[config.mk]
export PLATFORM = sky130hd
export DESIGN_NAME = id_stage
export DESIGN_NICKNAME = d
export VERILOG_FILES = /design/src/la_isa_pkg.sv /design/src/id_stage_pkg.sv /design/src/inst_decoder.sv /design/src/regfile.sv /design/src/operand_bypass.sv /design/src/branch_unit.sv /design/src/id_stage.sv
export SDC_FILE = /design/constraint.sdc
export NUM_CORES = 2
export LEC_CHECK = 0
export BUFFER_PORTS_ARGS = -buffer_cell sky130_fd_sc_hd__buf_2
export CELL_PAD_IN_SITES_DETAIL_PLACEMENT = 1
export CELL_PAD_IN_SITES_GLOBAL_PLACEMENT = 1
export CORE_ASPECT_RATIO = 1.2
export CORE_MARGIN = 8
export CORE_UTILIZATION = 30
export CTS_CLUSTER_SIZE = 40
export DETAILED_ROUTE_END_ITERATION = 8
export GPL_TIMING_DRIVEN = 0
export PLACE_DENSITY = 0.57
export SLEW_MARGIN = 20
export SYNTH_ARGS = -nofsm -noshare
export SYNTH_HDL_FRONTEND = slang
export SYNTH_HIERARCHICAL = 1
export SYNTH_SLANG_ARGS = --single-unit
[constraint.sdc]
create_clock -name clk -period 14.2 [get_ports clk]
set_clock_uncertainty 0.2 [all_clocks]
set_input_delay 2.84 -clock clk [delete_from_list [all_inputs] [get_ports clk]]
set_output_delay 2.84 -clock clk [all_outputs]
set_load 0.01 [all_outputs]
[src/la_isa_pkg.sv]
package la_isa_pkg;

    localparam int xlen  = 32;
    localparam int reg_w = 5;

    typedef logic [reg_w-1:0] reg_idx_t;
    typedef logic [xlen-1:0]  word_t;

    // register fields in the instruction word
    localparam int rd_lsb = 0;
    localparam int rj_lsb = 5;
    localparam int rk_lsb = 10;

    localparam reg_idx_t link_reg = 5'd1;     // bl writes r1

    // major opcode, inst[31:26]
    localparam logic [5:0] op6_alu       = 6'h00;
    localparam logic [5:0] op6_lu12i     = 6'h05;
    localparam logic [5:0] op6_pcaddu12i = 6'h07;
    localparam logic [5:0] op6_mem       = 6'h0a;
    localparam logic [5:0] op6_jirl      = 6'h13;
    localparam logic [5:0] op6_b         = 6'h14;
    localparam logic [5:0] op6_bl        = 6'h15;
    localparam logic [5:0] op6_beq       = 6'h16;
    localparam logic [5:0] op6_bne       = 6'h17;
    localparam logic [5:0] op6_blt       = 6'h18;
    localparam logic [5:0] op6_bge       = 6'h19;
    localparam logic [5:0] op6_bltu      = 6'h1a;
    localparam logic [5:0] op6_bgeu      = 6'h1b;

    // inst[25:22]
    localparam logic [3:0] op4_reg3  = 4'h0;
    localparam logic [3:0] op4_shift = 4'h1;
    localparam logic [3:0] op4_ld_w  = 4'h2;   // under op6_mem
    localparam logic [3:0] op4_st_w  = 4'h6;   // under op6_mem
    localparam logic [3:0] op4_slti  = 4'h8;
    localparam logic [3:0] op4_sltui = 4'h9;
    localparam logic [3:0] op4_addi  = 4'ha;
    localparam logic [3:0] op4_andi  = 4'hd;
    localparam logic [3:0] op4_ori   = 4'he;
    localparam logic [3:0] op4_xori  = 4'hf;

    // inst[21:20]
    localparam logic [1:0] op2_shift = 2'h0;
    localparam logic [1:0] op2_reg3  = 2'h1;

    // inst[19:15]
    localparam logic [4:0] op5_add  = 5'h00;
    localparam logic [4:0] op5_sub  = 5'h02;
    localparam logic [4:0] op5_slt  = 5'h04;
    localparam logic [4:0] op5_sltu = 5'h05;
    localparam logic [4:0] op5_nor  = 5'h08;
    localparam logic [4:0] op5_and  = 5'h09;
    localparam logic [4:0] op5_or   = 5'h0a;
    localparam logic [4:0] op5_xor  = 5'h0b;
    localparam logic [4:0] op5_sll  = 5'h0e;
    localparam logic [4:0] op5_srl  = 5'h0f;
    localparam logic [4:0] op5_sra  = 5'h10;
    localparam logic [4:0] op5_slli = 5'h01;
    localparam logic [4:0] op5_srli = 5'h09;
    localparam logic [4:0] op5_srai = 5'h11;

    // one-hot alu operation
    typedef logic [11:0] alu_op_t;
    localparam int alu_add  = 0;
    localparam int alu_sub  = 1;
    localparam int alu_slt  = 2;
    localparam int alu_sltu = 3;
    localparam int alu_and  = 4;
    localparam int alu_nor  = 5;
    localparam int alu_or   = 6;
    localparam int alu_xor  = 7;
    localparam int alu_sll  = 8;
    localparam int alu_srl  = 9;
    localparam int alu_sra  = 10;
    localparam int alu_lui  = 11;

endpackage

[src/id_stage_pkg.sv]
package id_stage_pkg;

    typedef struct packed {
        la_isa_pkg::word_t pc;
        la_isa_pkg::word_t inst;
    } fetch_bundle_t;

    // register write from a later stage
    typedef struct packed {
        logic                 we;
        la_isa_pkg::reg_idx_t waddr;
        la_isa_pkg::word_t    wdata;
    } rf_write_t;

    typedef struct packed {
        rf_write_t wr;
        logic      is_load;    // wdata is only an address
    } exe_feedback_t;

    typedef struct packed {
        logic              taken;
        la_isa_pkg::word_t target;
    } branch_redirect_t;

    typedef enum logic [3:0] {
        br_none,
        br_eq,
        br_ne,
        br_lt,
        br_ge,
        br_ltu,
        br_geu,
        br_always,
        br_reg                 // jirl, target from rj
    } branch_kind_t;

    typedef struct packed {
        la_isa_pkg::alu_op_t  alu_op;
        logic                 src1_is_pc;
        logic                 src2_is_imm;
        logic                 uses_rj;
        logic                 uses_rk;
        logic                 read2_is_rd;   // second port reads rd
        logic                 rf_we;
        la_isa_pkg::reg_idx_t dest;
        logic                 res_from_mem;
        logic                 mem_we;
        branch_kind_t         br_kind;
        la_isa_pkg::word_t    imm;
        la_isa_pkg::word_t    br_offs;
    } decode_ctrl_t;

    // 116 bits to execute
    typedef struct packed {
        la_isa_pkg::alu_op_t  alu_op;
        logic                 res_from_mem;
        logic                 mem_we;
        la_isa_pkg::word_t    src1;
        la_isa_pkg::word_t    src2;
        logic                 rf_we;
        la_isa_pkg::reg_idx_t rf_waddr;
        la_isa_pkg::word_t    store_data;
    } decode_bus_t;

endpackage

[src/inst_decoder.sv]
`timescale 1ns/1ns

module inst_decoder (
    input  la_isa_pkg::word_t          inst,
    output id_stage_pkg::decode_ctrl_t ctrl
);
    import la_isa_pkg::*;
    import id_stage_pkg::*;

    logic [5:0]  op6;
    logic [3:0]  op4;
    logic [1:0]  op2;
    logic [4:0]  op5;
    reg_idx_t    rd;
    logic [11:0] i12;
    logic [15:0] i16;
    logic [19:0] i20;
    logic [25:0] i26;

    assign op6 = inst[31:26];
    assign op4 = inst[25:22];
    assign op2 = inst[21:20];
    assign op5 = inst[19:15];
    assign rd  = inst[rd_lsb +: reg_w];
    assign i12 = inst[21:10];
    assign i16 = inst[25:10];
    assign i20 = inst[24:5];
    assign i26 = {inst[9:0], inst[25:10]};   // offs[15:0] sits in the upper half

    always_comb begin
        ctrl         = '0;
        ctrl.br_kind = br_none;
        ctrl.dest    = rd;
        ctrl.imm     = {{20{i12[11]}}, i12};
        ctrl.br_offs = {{14{i16[15]}}, i16, 2'b00};
        case (op6)
            op6_alu: begin
                if (op4 == op4_reg3 && op2 == op2_reg3) begin
                    case (op5)
                        op5_add:  ctrl.alu_op[alu_add]  = 1'b1;
                        op5_sub:  ctrl.alu_op[alu_sub]  = 1'b1;
                        op5_slt:  ctrl.alu_op[alu_slt]  = 1'b1;
                        op5_sltu: ctrl.alu_op[alu_sltu] = 1'b1;
                        op5_nor:  ctrl.alu_op[alu_nor]  = 1'b1;
                        op5_and:  ctrl.alu_op[alu_and]  = 1'b1;
                        op5_or:   ctrl.alu_op[alu_or]   = 1'b1;
                        op5_xor:  ctrl.alu_op[alu_xor]  = 1'b1;
                        op5_sll:  ctrl.alu_op[alu_sll]  = 1'b1;
                        op5_srl:  ctrl.alu_op[alu_srl]  = 1'b1;
                        op5_sra:  ctrl.alu_op[alu_sra]  = 1'b1;
                        default:  ;
                    endcase
                    ctrl.uses_rj = |ctrl.alu_op;
                    ctrl.uses_rk = |ctrl.alu_op;
                end else if (op4 == op4_shift && op2 == op2_shift) begin
                    case (op5)
                        op5_slli: ctrl.alu_op[alu_sll] = 1'b1;
                        op5_srli: ctrl.alu_op[alu_srl] = 1'b1;
                        op5_srai: ctrl.alu_op[alu_sra] = 1'b1;
                        default:  ;
                    endcase
                    ctrl.uses_rj     = |ctrl.alu_op;
                    ctrl.src2_is_imm = |ctrl.alu_op;
                end else begin
                    case (op4)
                        op4_slti:  ctrl.alu_op[alu_slt]  = 1'b1;
                        op4_sltui: ctrl.alu_op[alu_sltu] = 1'b1;
                        op4_addi:  ctrl.alu_op[alu_add]  = 1'b1;
                        op4_andi:  ctrl.alu_op[alu_and]  = 1'b1;
                        op4_ori:   ctrl.alu_op[alu_or]   = 1'b1;
                        op4_xori:  ctrl.alu_op[alu_xor]  = 1'b1;
                        default:   ;
                    endcase
                    if (op4 == op4_andi || op4 == op4_ori || op4 == op4_xori) begin
                        ctrl.imm = {20'b0, i12};     // logic ops zero-extend
                    end
                    ctrl.uses_rj     = |ctrl.alu_op;
                    ctrl.src2_is_imm = |ctrl.alu_op;
                end
            end
            op6_lu12i: begin
                ctrl.alu_op[alu_lui] = ~inst[25];
                ctrl.src2_is_imm     = 1'b1;
                ctrl.imm             = {i20, 12'b0};
            end
            op6_pcaddu12i: begin
                ctrl.alu_op[alu_add] = ~inst[25];
                ctrl.src1_is_pc      = 1'b1;
                ctrl.src2_is_imm     = 1'b1;
                ctrl.imm             = {i20, 12'b0};
            end
            op6_mem: begin
                if (op4 == op4_ld_w || op4 == op4_st_w) begin
                    ctrl.alu_op[alu_add] = 1'b1;         // address = rj + si12
                    ctrl.uses_rj         = 1'b1;
                    ctrl.src2_is_imm     = 1'b1;
                    ctrl.res_from_mem    = (op4 == op4_ld_w);
                    ctrl.mem_we          = (op4 == op4_st_w);
                    ctrl.uses_rk         = (op4 == op4_st_w);
                    ctrl.read2_is_rd     = (op4 == op4_st_w);
                end
            end
            op6_jirl: begin
                ctrl.alu_op[alu_add] = 1'b1;             // link = pc + 4
                ctrl.src1_is_pc      = 1'b1;
                ctrl.src2_is_imm     = 1'b1;
                ctrl.imm             = 32'd4;
                ctrl.uses_rj         = 1'b1;
                ctrl.br_kind         = br_reg;
            end
            op6_b: begin
                ctrl.br_kind = br_always;
                ctrl.br_offs = {{4{i26[25]}}, i26, 2'b00};
            end
            op6_bl: begin
                ctrl.alu_op[alu_add] = 1'b1;
                ctrl.src1_is_pc      = 1'b1;
                ctrl.src2_is_imm     = 1'b1;
                ctrl.imm             = 32'd4;
                ctrl.dest            = link_reg;
                ctrl.br_kind         = br_always;
                ctrl.br_offs         = {{4{i26[25]}}, i26, 2'b00};
            end
            op6_beq:  ctrl.br_kind = br_eq;
            op6_bne:  ctrl.br_kind = br_ne;
            op6_blt:  ctrl.br_kind = br_lt;
            op6_bge:  ctrl.br_kind = br_ge;
            op6_bltu: ctrl.br_kind = br_ltu;
            op6_bgeu: ctrl.br_kind = br_geu;
            default:  ;
        endcase

        // conditional branches compare rj against rd
        if (ctrl.br_kind inside {br_eq, br_ne, br_lt, br_ge, br_ltu, br_geu}) begin
            ctrl.uses_rj     = 1'b1;
            ctrl.uses_rk     = 1'b1;
            ctrl.read2_is_rd = 1'b1;
        end

        // anything with an alu op writes back, except stores
        ctrl.rf_we = (|ctrl.alu_op) & ~ctrl.mem_we;
    end

endmodule

[src/regfile.sv]
`timescale 1ns/1ns

module regfile (
    input  logic                    clk,
    input  la_isa_pkg::reg_idx_t    raddr1,
    input  la_isa_pkg::reg_idx_t    raddr2,
    output la_isa_pkg::word_t       rdata1,
    output la_isa_pkg::word_t       rdata2,
    input  id_stage_pkg::rf_write_t wr
);
    import la_isa_pkg::*;

    word_t rf [32];

    always_ff @(posedge clk) begin
        if (wr.we) begin
            rf[wr.waddr] <= wr.wdata;
        end
    end

    // same-cycle write is not visible here
    assign rdata1 = (raddr1 == '0) ? '0 : rf[raddr1];
    assign rdata2 = (raddr2 == '0) ? '0 : rf[raddr2];

endmodule

[src/operand_bypass.sv]
`timescale 1ns/1ns

module operand_bypass (
    input  la_isa_pkg::reg_idx_t        raddr1,
    input  la_isa_pkg::reg_idx_t        raddr2,
    input  la_isa_pkg::word_t           rdata1,
    input  la_isa_pkg::word_t           rdata2,
    input  logic                        uses_rj,
    input  logic                        uses_rk,
    input  id_stage_pkg::exe_feedback_t es_fwd,
    input  id_stage_pkg::rf_write_t     ms_fwd,
    input  id_stage_pkg::rf_write_t     ws_fwd,
    output la_isa_pkg::word_t           rj_value,
    output la_isa_pkg::word_t           rkd_value,
    output logic                        stall
);
    import la_isa_pkg::*;
    import id_stage_pkg::*;

    logic hit1_es;
    logic hit1_ms;
    logic hit1_ws;
    logic hit2_es;
    logic hit2_ms;
    logic hit2_ws;

    // r0 is never a real producer
    function automatic logic hit(reg_idx_t raddr, rf_write_t prod);
        return prod.we && (prod.waddr == raddr) && (raddr != '0);
    endfunction

    assign hit1_es = hit(raddr1, es_fwd.wr);
    assign hit1_ms = hit(raddr1, ms_fwd);
    assign hit1_ws = hit(raddr1, ws_fwd);
    assign hit2_es = hit(raddr2, es_fwd.wr);
    assign hit2_ms = hit(raddr2, ms_fwd);
    assign hit2_ws = hit(raddr2, ws_fwd);

    // youngest producer wins
    assign rj_value  = hit1_es ? es_fwd.wr.wdata :
                       hit1_ms ? ms_fwd.wdata    :
                       hit1_ws ? ws_fwd.wdata    : rdata1;
    assign rkd_value = hit2_es ? es_fwd.wr.wdata :
                       hit2_ms ? ms_fwd.wdata    :
                       hit2_ws ? ws_fwd.wdata    : rdata2;

    // load data not ready until memory stage
    assign stall = es_fwd.is_load & ((hit1_es & uses_rj) | (hit2_es & uses_rk));

endmodule

[src/branch_unit.sv]
`timescale 1ns/1ns

module branch_unit (
    input  id_stage_pkg::branch_kind_t kind,
    input  la_isa_pkg::word_t          pc,
    input  la_isa_pkg::word_t          rj_value,
    input  la_isa_pkg::word_t          rkd_value,
    input  la_isa_pkg::word_t          br_offs,
    output logic                       taken,
    output la_isa_pkg::word_t          target
);
    import id_stage_pkg::*;

    logic eq;
    logic lt;
    logic ltu;

    assign eq  = (rj_value == rkd_value);
    assign lt  = ($signed(rj_value) < $signed(rkd_value));
    assign ltu = (rj_value < rkd_value);

    always_comb begin
        case (kind)
            br_eq:     taken = eq;
            br_ne:     taken = ~eq;
            br_lt:     taken = lt;
            br_ge:     taken = ~lt;
            br_ltu:    taken = ltu;
            br_geu:    taken = ~ltu;
            br_always: taken = 1'b1;
            br_reg:    taken = 1'b1;
            default:   taken = 1'b0;
        endcase
    end

    assign target = (kind == br_reg) ? rj_value + br_offs : pc + br_offs;  // jirl is rj relative

endmodule

[src/id_stage.sv]
`timescale 1ns/1ns

module id_stage (
    input  logic                           clk,
    input  logic                           resetn,
    input  logic                           fetch_valid,
    input  id_stage_pkg::fetch_bundle_t    fetch_bundle,
    output logic                           ds_allowin,
    output id_stage_pkg::branch_redirect_t br,
    input  logic                           es_allowin,
    output logic                           ds2es_valid,
    output id_stage_pkg::decode_bus_t      ds2es_bus,
    input  id_stage_pkg::exe_feedback_t    es_fwd,
    input  id_stage_pkg::rf_write_t        ms_fwd,
    input  id_stage_pkg::rf_write_t        ws_fwd
);
    import la_isa_pkg::*;
    import id_stage_pkg::*;

    logic          ds_valid;
    fetch_bundle_t ds_fb;
    decode_ctrl_t  ctrl;
    reg_idx_t      rf_raddr1;
    reg_idx_t      rf_raddr2;
    word_t         rf_rdata1;
    word_t         rf_rdata2;
    word_t         rj_value;
    word_t         rkd_value;
    logic          stall;
    logic          ready_go;
    logic          ds_leave;
    logic          br_taken;
    word_t         br_target;

    assign ready_go    = ~stall;
    assign ds_allowin  = ~ds_valid | (ready_go & es_allowin);
    assign ds2es_valid = ds_valid & ready_go;
    assign ds_leave    = ds2es_valid & es_allowin;

    // redirect only as the branch leaves, so back-pressure cannot drop it
    assign br = '{taken: br_taken & ds_leave, target: br_target};

    always_ff @(posedge clk) begin
        if (!resetn) begin
            ds_valid <= 1'b0;
        end else if (br.taken) begin
            ds_valid <= 1'b0;     // wrong-path bundle dropped
        end else if (ds_allowin) begin
            ds_valid <= fetch_valid;
        end
    end

    always_ff @(posedge clk) begin
        if (fetch_valid && ds_allowin) begin
            ds_fb <= fetch_bundle;
        end
    end

    inst_decoder u_decoder (
        .inst (ds_fb.inst),
        .ctrl (ctrl)
    );

    assign rf_raddr1 = ds_fb.inst[rj_lsb +: reg_w];
    assign rf_raddr2 = ctrl.read2_is_rd ? ds_fb.inst[rd_lsb +: reg_w] :
                                          ds_fb.inst[rk_lsb +: reg_w];

    regfile u_regfile (
        .clk    (clk),
        .raddr1 (rf_raddr1),
        .raddr2 (rf_raddr2),
        .rdata1 (rf_rdata1),
        .rdata2 (rf_rdata2),
        .wr     (ws_fwd)
    );

    operand_bypass u_bypass (
        .raddr1    (rf_raddr1),
        .raddr2    (rf_raddr2),
        .rdata1    (rf_rdata1),
        .rdata2    (rf_rdata2),
        .uses_rj   (ctrl.uses_rj),
        .uses_rk   (ctrl.uses_rk),
        .es_fwd    (es_fwd),
        .ms_fwd    (ms_fwd),
        .ws_fwd    (ws_fwd),
        .rj_value  (rj_value),
        .rkd_value (rkd_value),
        .stall     (stall)
    );

    branch_unit u_branch (
        .kind      (ctrl.br_kind),
        .pc        (ds_fb.pc),
        .rj_value  (rj_value),
        .rkd_value (rkd_value),
        .br_offs   (ctrl.br_offs),
        .taken     (br_taken),
        .target    (br_target)
    );

    always_comb begin
        ds2es_bus.alu_op       = ctrl.alu_op;
        ds2es_bus.res_from_mem = ctrl.res_from_mem;
        ds2es_bus.mem_we       = ctrl.mem_we;
        ds2es_bus.src1         = ctrl.src1_is_pc ? ds_fb.pc : rj_value;
        ds2es_bus.src2         = ctrl.src2_is_imm ? ctrl.imm : rkd_value;
        ds2es_bus.rf_we        = ctrl.rf_we;
        ds2es_bus.rf_waddr     = ctrl.dest;
        ds2es_bus.store_data   = rkd_value;   // st.w reads rd on port 2
    end

endmodule

---- After elaboration in Yosys (flattened, before gate mapping) ----
Memories as Yosys holds them, arrays and structs flattened. A register that Yosys moved wholly into a read port is not among the register bits.
Cells that the tools add are included.
operators by class
  eq/ne operators ......................... 49
  bitwise operators ....................... 18
  $lt $le $gt $ge ......................... 2
  reduce and logical (&&, ||, !) cells .... 38
  add/sub/neg operators ................... 2
  multiplexer cells ....................... 117
operators by type and width
  cell                count
  $mux 32             15
  $pmux 32 s3         1
  $mux 1              81
  $add 32x32->32      2
  $lt 32x32->1        2
  $eq 6x5->1 const B  9
  $eq 32x32->1        1
  $pmux 4 s8          1
  $eq 5x4->1 const B  6
  $eq 5x5->1          6
  $eq 4x4->1 const B  7
  $eq 4x3->1 const B  5
  $mux 5              4
  $logic_and 1x1->1   15
  $logic_not 5->1     3
  $eq 4x2->1 const B  3
  $eq 6x3->1 const B  2
  $mux 3              4
  $reduce_or 12->1    1
  $reduce_or 11->1    1
  $eq 5x3->1 const B  2
  $eq 5x5->1 const B  2
  $mux 10             1
  $reduce_bool 5->1   2
  23 further kinds    50
storage, ports and cells
  output and inout bits ................... 151
  memory bits (writable) .................. 1024
  logic and storage cells ................. 230
  register bits after elaboration ......... 65
  input bits .............................. 183
  memories ................................ 1
memories
  name          words  width  rd ports  clocked after memory_dff  wr ports  line           text
  u_regfile.rf  32     32     2         1                         1         regfile.sv:13  word_t rf [32];

---- Depth between registers and ports, before layout ----
  depth after elaboration ................. 22
  depth in mapped cells ................... 30
  depth with buffers taken out ............ 24

---- Cells and area by module ----
The synthesis kept the hierarchy.
modules (own cells, without submodules)
  module          times used  cells an instance  area each (µm²)  sequential area each (µm²)
  regfile         1           2400               46966.3          30749.5
  id_stage        1           150                3136.8           1941.9
  branch_unit     1           392                2872.8           0.0
  operand_bypass  1           378                2617.5           0.0
  inst_decoder    1           215                1408.9           0.0

---- Worst setup path before layout ----
OpenSTA, ideal clock, no wires.
  path type ............................... input port to output port
  start point ............................. in es_fwd[34] (netlist bit)
  end point ............................... out br[32] (netlist bit)
  stages on the path ...................... 19
  path slack .............................. 4409 ps
  arrival time ............................ 6751 ps
  buffers on the path ..................... 3
  required time ........................... 11160 ps
  cells stage by stage .................... or2_0 -> o21a_1 -> or4_1 -> buf_2 -> and2_1 -> buf_2 -> buf_6 -> a211oi_2 -> inv_1 -> ha_1 -> a21oi_1 -> nand2_1 -> a22o_1 -> or4_1 -> a31oi_1 -> mux2i_1 -> mux2i_1 -> o22ai_1 -> and3_1
RTL lines
  item         line            text
  from (decl)  id_stage.sv:13  input id_stage_pkg::exe_feedback_t es_fwd,
  to (decl)    id_stage.sv:9   output id_stage_pkg::branch_redirect_t br,

==> summary.txt <==
Pwr
  • Power share of the clock group: 37.7%
  • Switching share of power: 29.1%
  • P per Cell Area: 124 nW/um2
  • Combinational Power Share: 18.9%
  • Seq pwr share: 43.5%
  • Internal Pwr Total: 5.92 mW
  • Net Sw Power: 2.43 mW
  • VDD IR-drop max: 0.0000972 V
  • LEAKAGE: 23.2 nW

Global routing
  • Layer with the highest usage: met2
  • Overflow after GRT: 0
  • Largest net degree at the start of global routing: 35
  • Met1 Use GR: 30.0%
  • First-pass GRT wire length: 350000 um
  • M3 GR Usage: 5.73%
  • GR Util All Layers: 24.9%
  • GRT met2 Usage: 39.7%
  • Initial antenna violation count: 45
  • Number of global-route vias before repair: 40203

Job
  • Max Cap Viol: 0

Logic synthesis
  • Synth area leaders: edfxtp_1 (57%), mux4_2 (17%), mux2i_1 (4.4%), mux2_4 (1.6%), ha_1 (1.4%)
  • Seq cells post-synth: 1089
  • Most numerous cell in the Yosys netlist: edfxtp_1
  • Synth warnings: 6
  • Post-Synthesis Cells: 3535
  • Synthesized cell area: 57000 um2
  • Commonest cells post-synth: edfxtp_1 (1088), mux4_2 (425), mux2i_1 (251), clkbuf_1 (152), nor2_1 (135)
  • Synth top area share: 57.3%
  • Primary FF master, synth: edfxtp_1
  • Post-synth EDFFs: 1088
  • Asr flop ratio synth: 0%
  • Synthesized area per cell: 16.1 um2
  • Leading area contributor after synthesis: edfxtp_1
  • Unique masters post-synth: 89
  • Post-synthesis sequential area ratio: 57.4%

Clock network
  • CTS clk-pin slew, worst paths: 0.06 ns
  • Post-CTS setup buffer count: 0
  • CTS tree: yes
  • H-Tree Level Count: 3
  • Clk root buf: clkbuf_16
  • Clk Latency, worst-skew pair: 0.79 ns
  • Hold Buf Count CTS: 0
  • Clk sink count: 1089
  • CTS Buf Count: 115
  • CTS max path bufs: 3

Place
  • GPL Wtd Cong: 0.991
  • Buffers added on ports: 333
  • DPL Wire Length: 194000 um
  • Dpl cells: 6409

Run status
  • Status: finished clean

STA
  • Slew Limit Fails: 0
  • Worst Tran Pin Value: 1.24 ns
  • Fmax: 0.0705 GHz
  • Rel. slew slack: 16.8%
  • RSZ-0062 raised after global routing: no
  • Final Hold Fails: 0
  • Period utilization: 99.9%
  • Hold WS: 0.385 ns
  • Setup TNS: 0 ns
  • Finish-stage setup viols: 0
  • Shortest period the worst path allows: 14.19 ns

Worst setup path
  • Critical Path Sink Type: output port
  • Crit path DAT: 11.15 ns
  • Most frequent cell on the critical path: buf_2
  • Crit Path Class: register to output port
  • Worst Path Max Fanout: 10
  • Slowest stage cell, crit path: nor2_1
  • Crit start category: register
  • Max stage delay on crit path: 0.97 ns
  • Worst Path Required: 11.16 ns

Cells and area
  • Area Growth Syn to Fin: 18.3%
  • Share of cells above drive strength 1: 32.5%
  • Layout Nets: 4296
  • Final Core Density: 35.7%
  • Fin cells: 6644

Floorplan
  • Die Width: 414 um
  • Die Y: 494 um
  • Die area: 204000 um2
  • Ports: 334
  • Core Region: 189000 um2
  • Row count: 175
  • Starting Density: 30.1%

Drt
  • WL/cell: 39.6 um
  • Drt initial violations: 4977
  • # DRC: 0
  • Final antenna-violating net count: 0
  • First-pass DRT Iterations: 5
  • Final WL: 263000 um
  • Via density: 6.01
  • Via count: 39932

Min path
  • Worst hold path type: register to register
[final cells by class]
| cell class | instances | area (um2) |
|---|---|---|
| buffer | 299 | 1620 |
| antenna | 25 | 62.6 |
| timing repair buffer | 396 | 3100 |
| multi-input combinational | 2077 | 22800 |
| tap | 2478 | 3100 |
| sequential | 1089 | 32700 |
| fill | 19288 | 122000 |
| clock buffer | 141 | 3020 |
| clock inverter | 68 | 840 |
| inverter | 71 | 267 |
[cell families after synthesis]
kind of cell             count (synthesis)  share of synthesized area (%)
AO/OA/AOI/OAI                          578                           7.73
XOR/XNOR                                54                          0.830
adder cells (fa/ha/maj)                 64                           1.42
buffers and inverters                  370                           3.29
flip-flops                            1089                           57.4
multiplexers                           801                           24.1
other                                    1                        0.00658
AND/OR/NAND/NOR                        578                           5.31
[cell usage in the layout (no fill, tap or decap), types with 28 or more instances in the layout]
cell and instances:
nand2b_1 37, ha_1 63, a21oi_1 96, mux4_2 425
inv_1 71, a21o_1 45, a211oi_2 37, nor3_1 91
a22o_1 63, xor2_1 29, nor2_4 32, o221ai_1 33
clkbuf_1 168, mux2i_1 251, clkbuf_16 117, a211oi_1 80
nor4_1 34, o22ai_1 58, and2_1 39, buf_4 46
nor2b_1 28, buf_16 35, buf_2 407, edfxtp_1 1088
nand2_1 106, nor2_1 103, mux2_2 46, mux2_4 60
[state kept, by name (all words and copies together), names as in the netlist]
signal	flops
ds_fb	64
ds_valid	1
u_regfile/rf	1024
[final timing paths]
check,slack (ns),to,cells after the start,from
worst max-delay path,0.01,br[32],28,ds_fb[23]
worst min-delay path,0.38,ds_valid,2,ds_valid
worst max register to register,3.54,ds_valid,28,ds_fb[23]
worst min register to register,0.38,ds_valid,2,ds_valid
[timing repair]
action	4_1_cts	5_1_grt
setup endpoints to repair	1	0
hold endpoints to repair	0	0
gates resized for setup	2	0
[metrics by stage]
| step | power (mW) | setup WS [ns] | instance area, um2 |
|---|---|---|---|
| global route | 8.54 | 0.0846 | 67400 |
| detailed placement | 5.24 | 0.533 | 63500 |
| finish | 8.34 | 0.0109 | 67500 |
| global placement | 5.21 | 0.259 | 61800 |
| floorplan | 4.48 | 4.41 | 57000 |
| CTS | 8.37 | 0.0576 | 67400 |
[power groups by stage]
stage / Combinational (mW) / Clock (mW) / Sequential, mW
2_1_floorplan: 0.806 / 0 / 3.68
3_3_place_gp: 1.51 / 0 / 3.70
3_5_place_dp: 1.55 / 0 / 3.69
4_1_cts: 1.55 / 3.19 / 3.63
5_1_grt: 1.62 / 3.29 / 3.63
6_report: 1.57 / 3.14 / 3.63
[worst max-delay path: cells and delay by family, from the launching register on]
kind / cells / cell delay [ns]
compound gates: 5 / 2.31
fa+ha+maj: 1 / 0.30
buf+inv: 7 / 2.13
flops: 1 / 0.59
mux: 4 / 1.22
simple gates: 11 / 3.79
[metal layers]
metal / routed length [um] / vias to the layer above
li1: - / 15683
met1: 97000 / 21287
met2: 121000 / 2341
met3: 24400 / 583
met4: 21000 / 38
met5: 238 / -
Note: power is estimated with default switching activity, not from simulation.
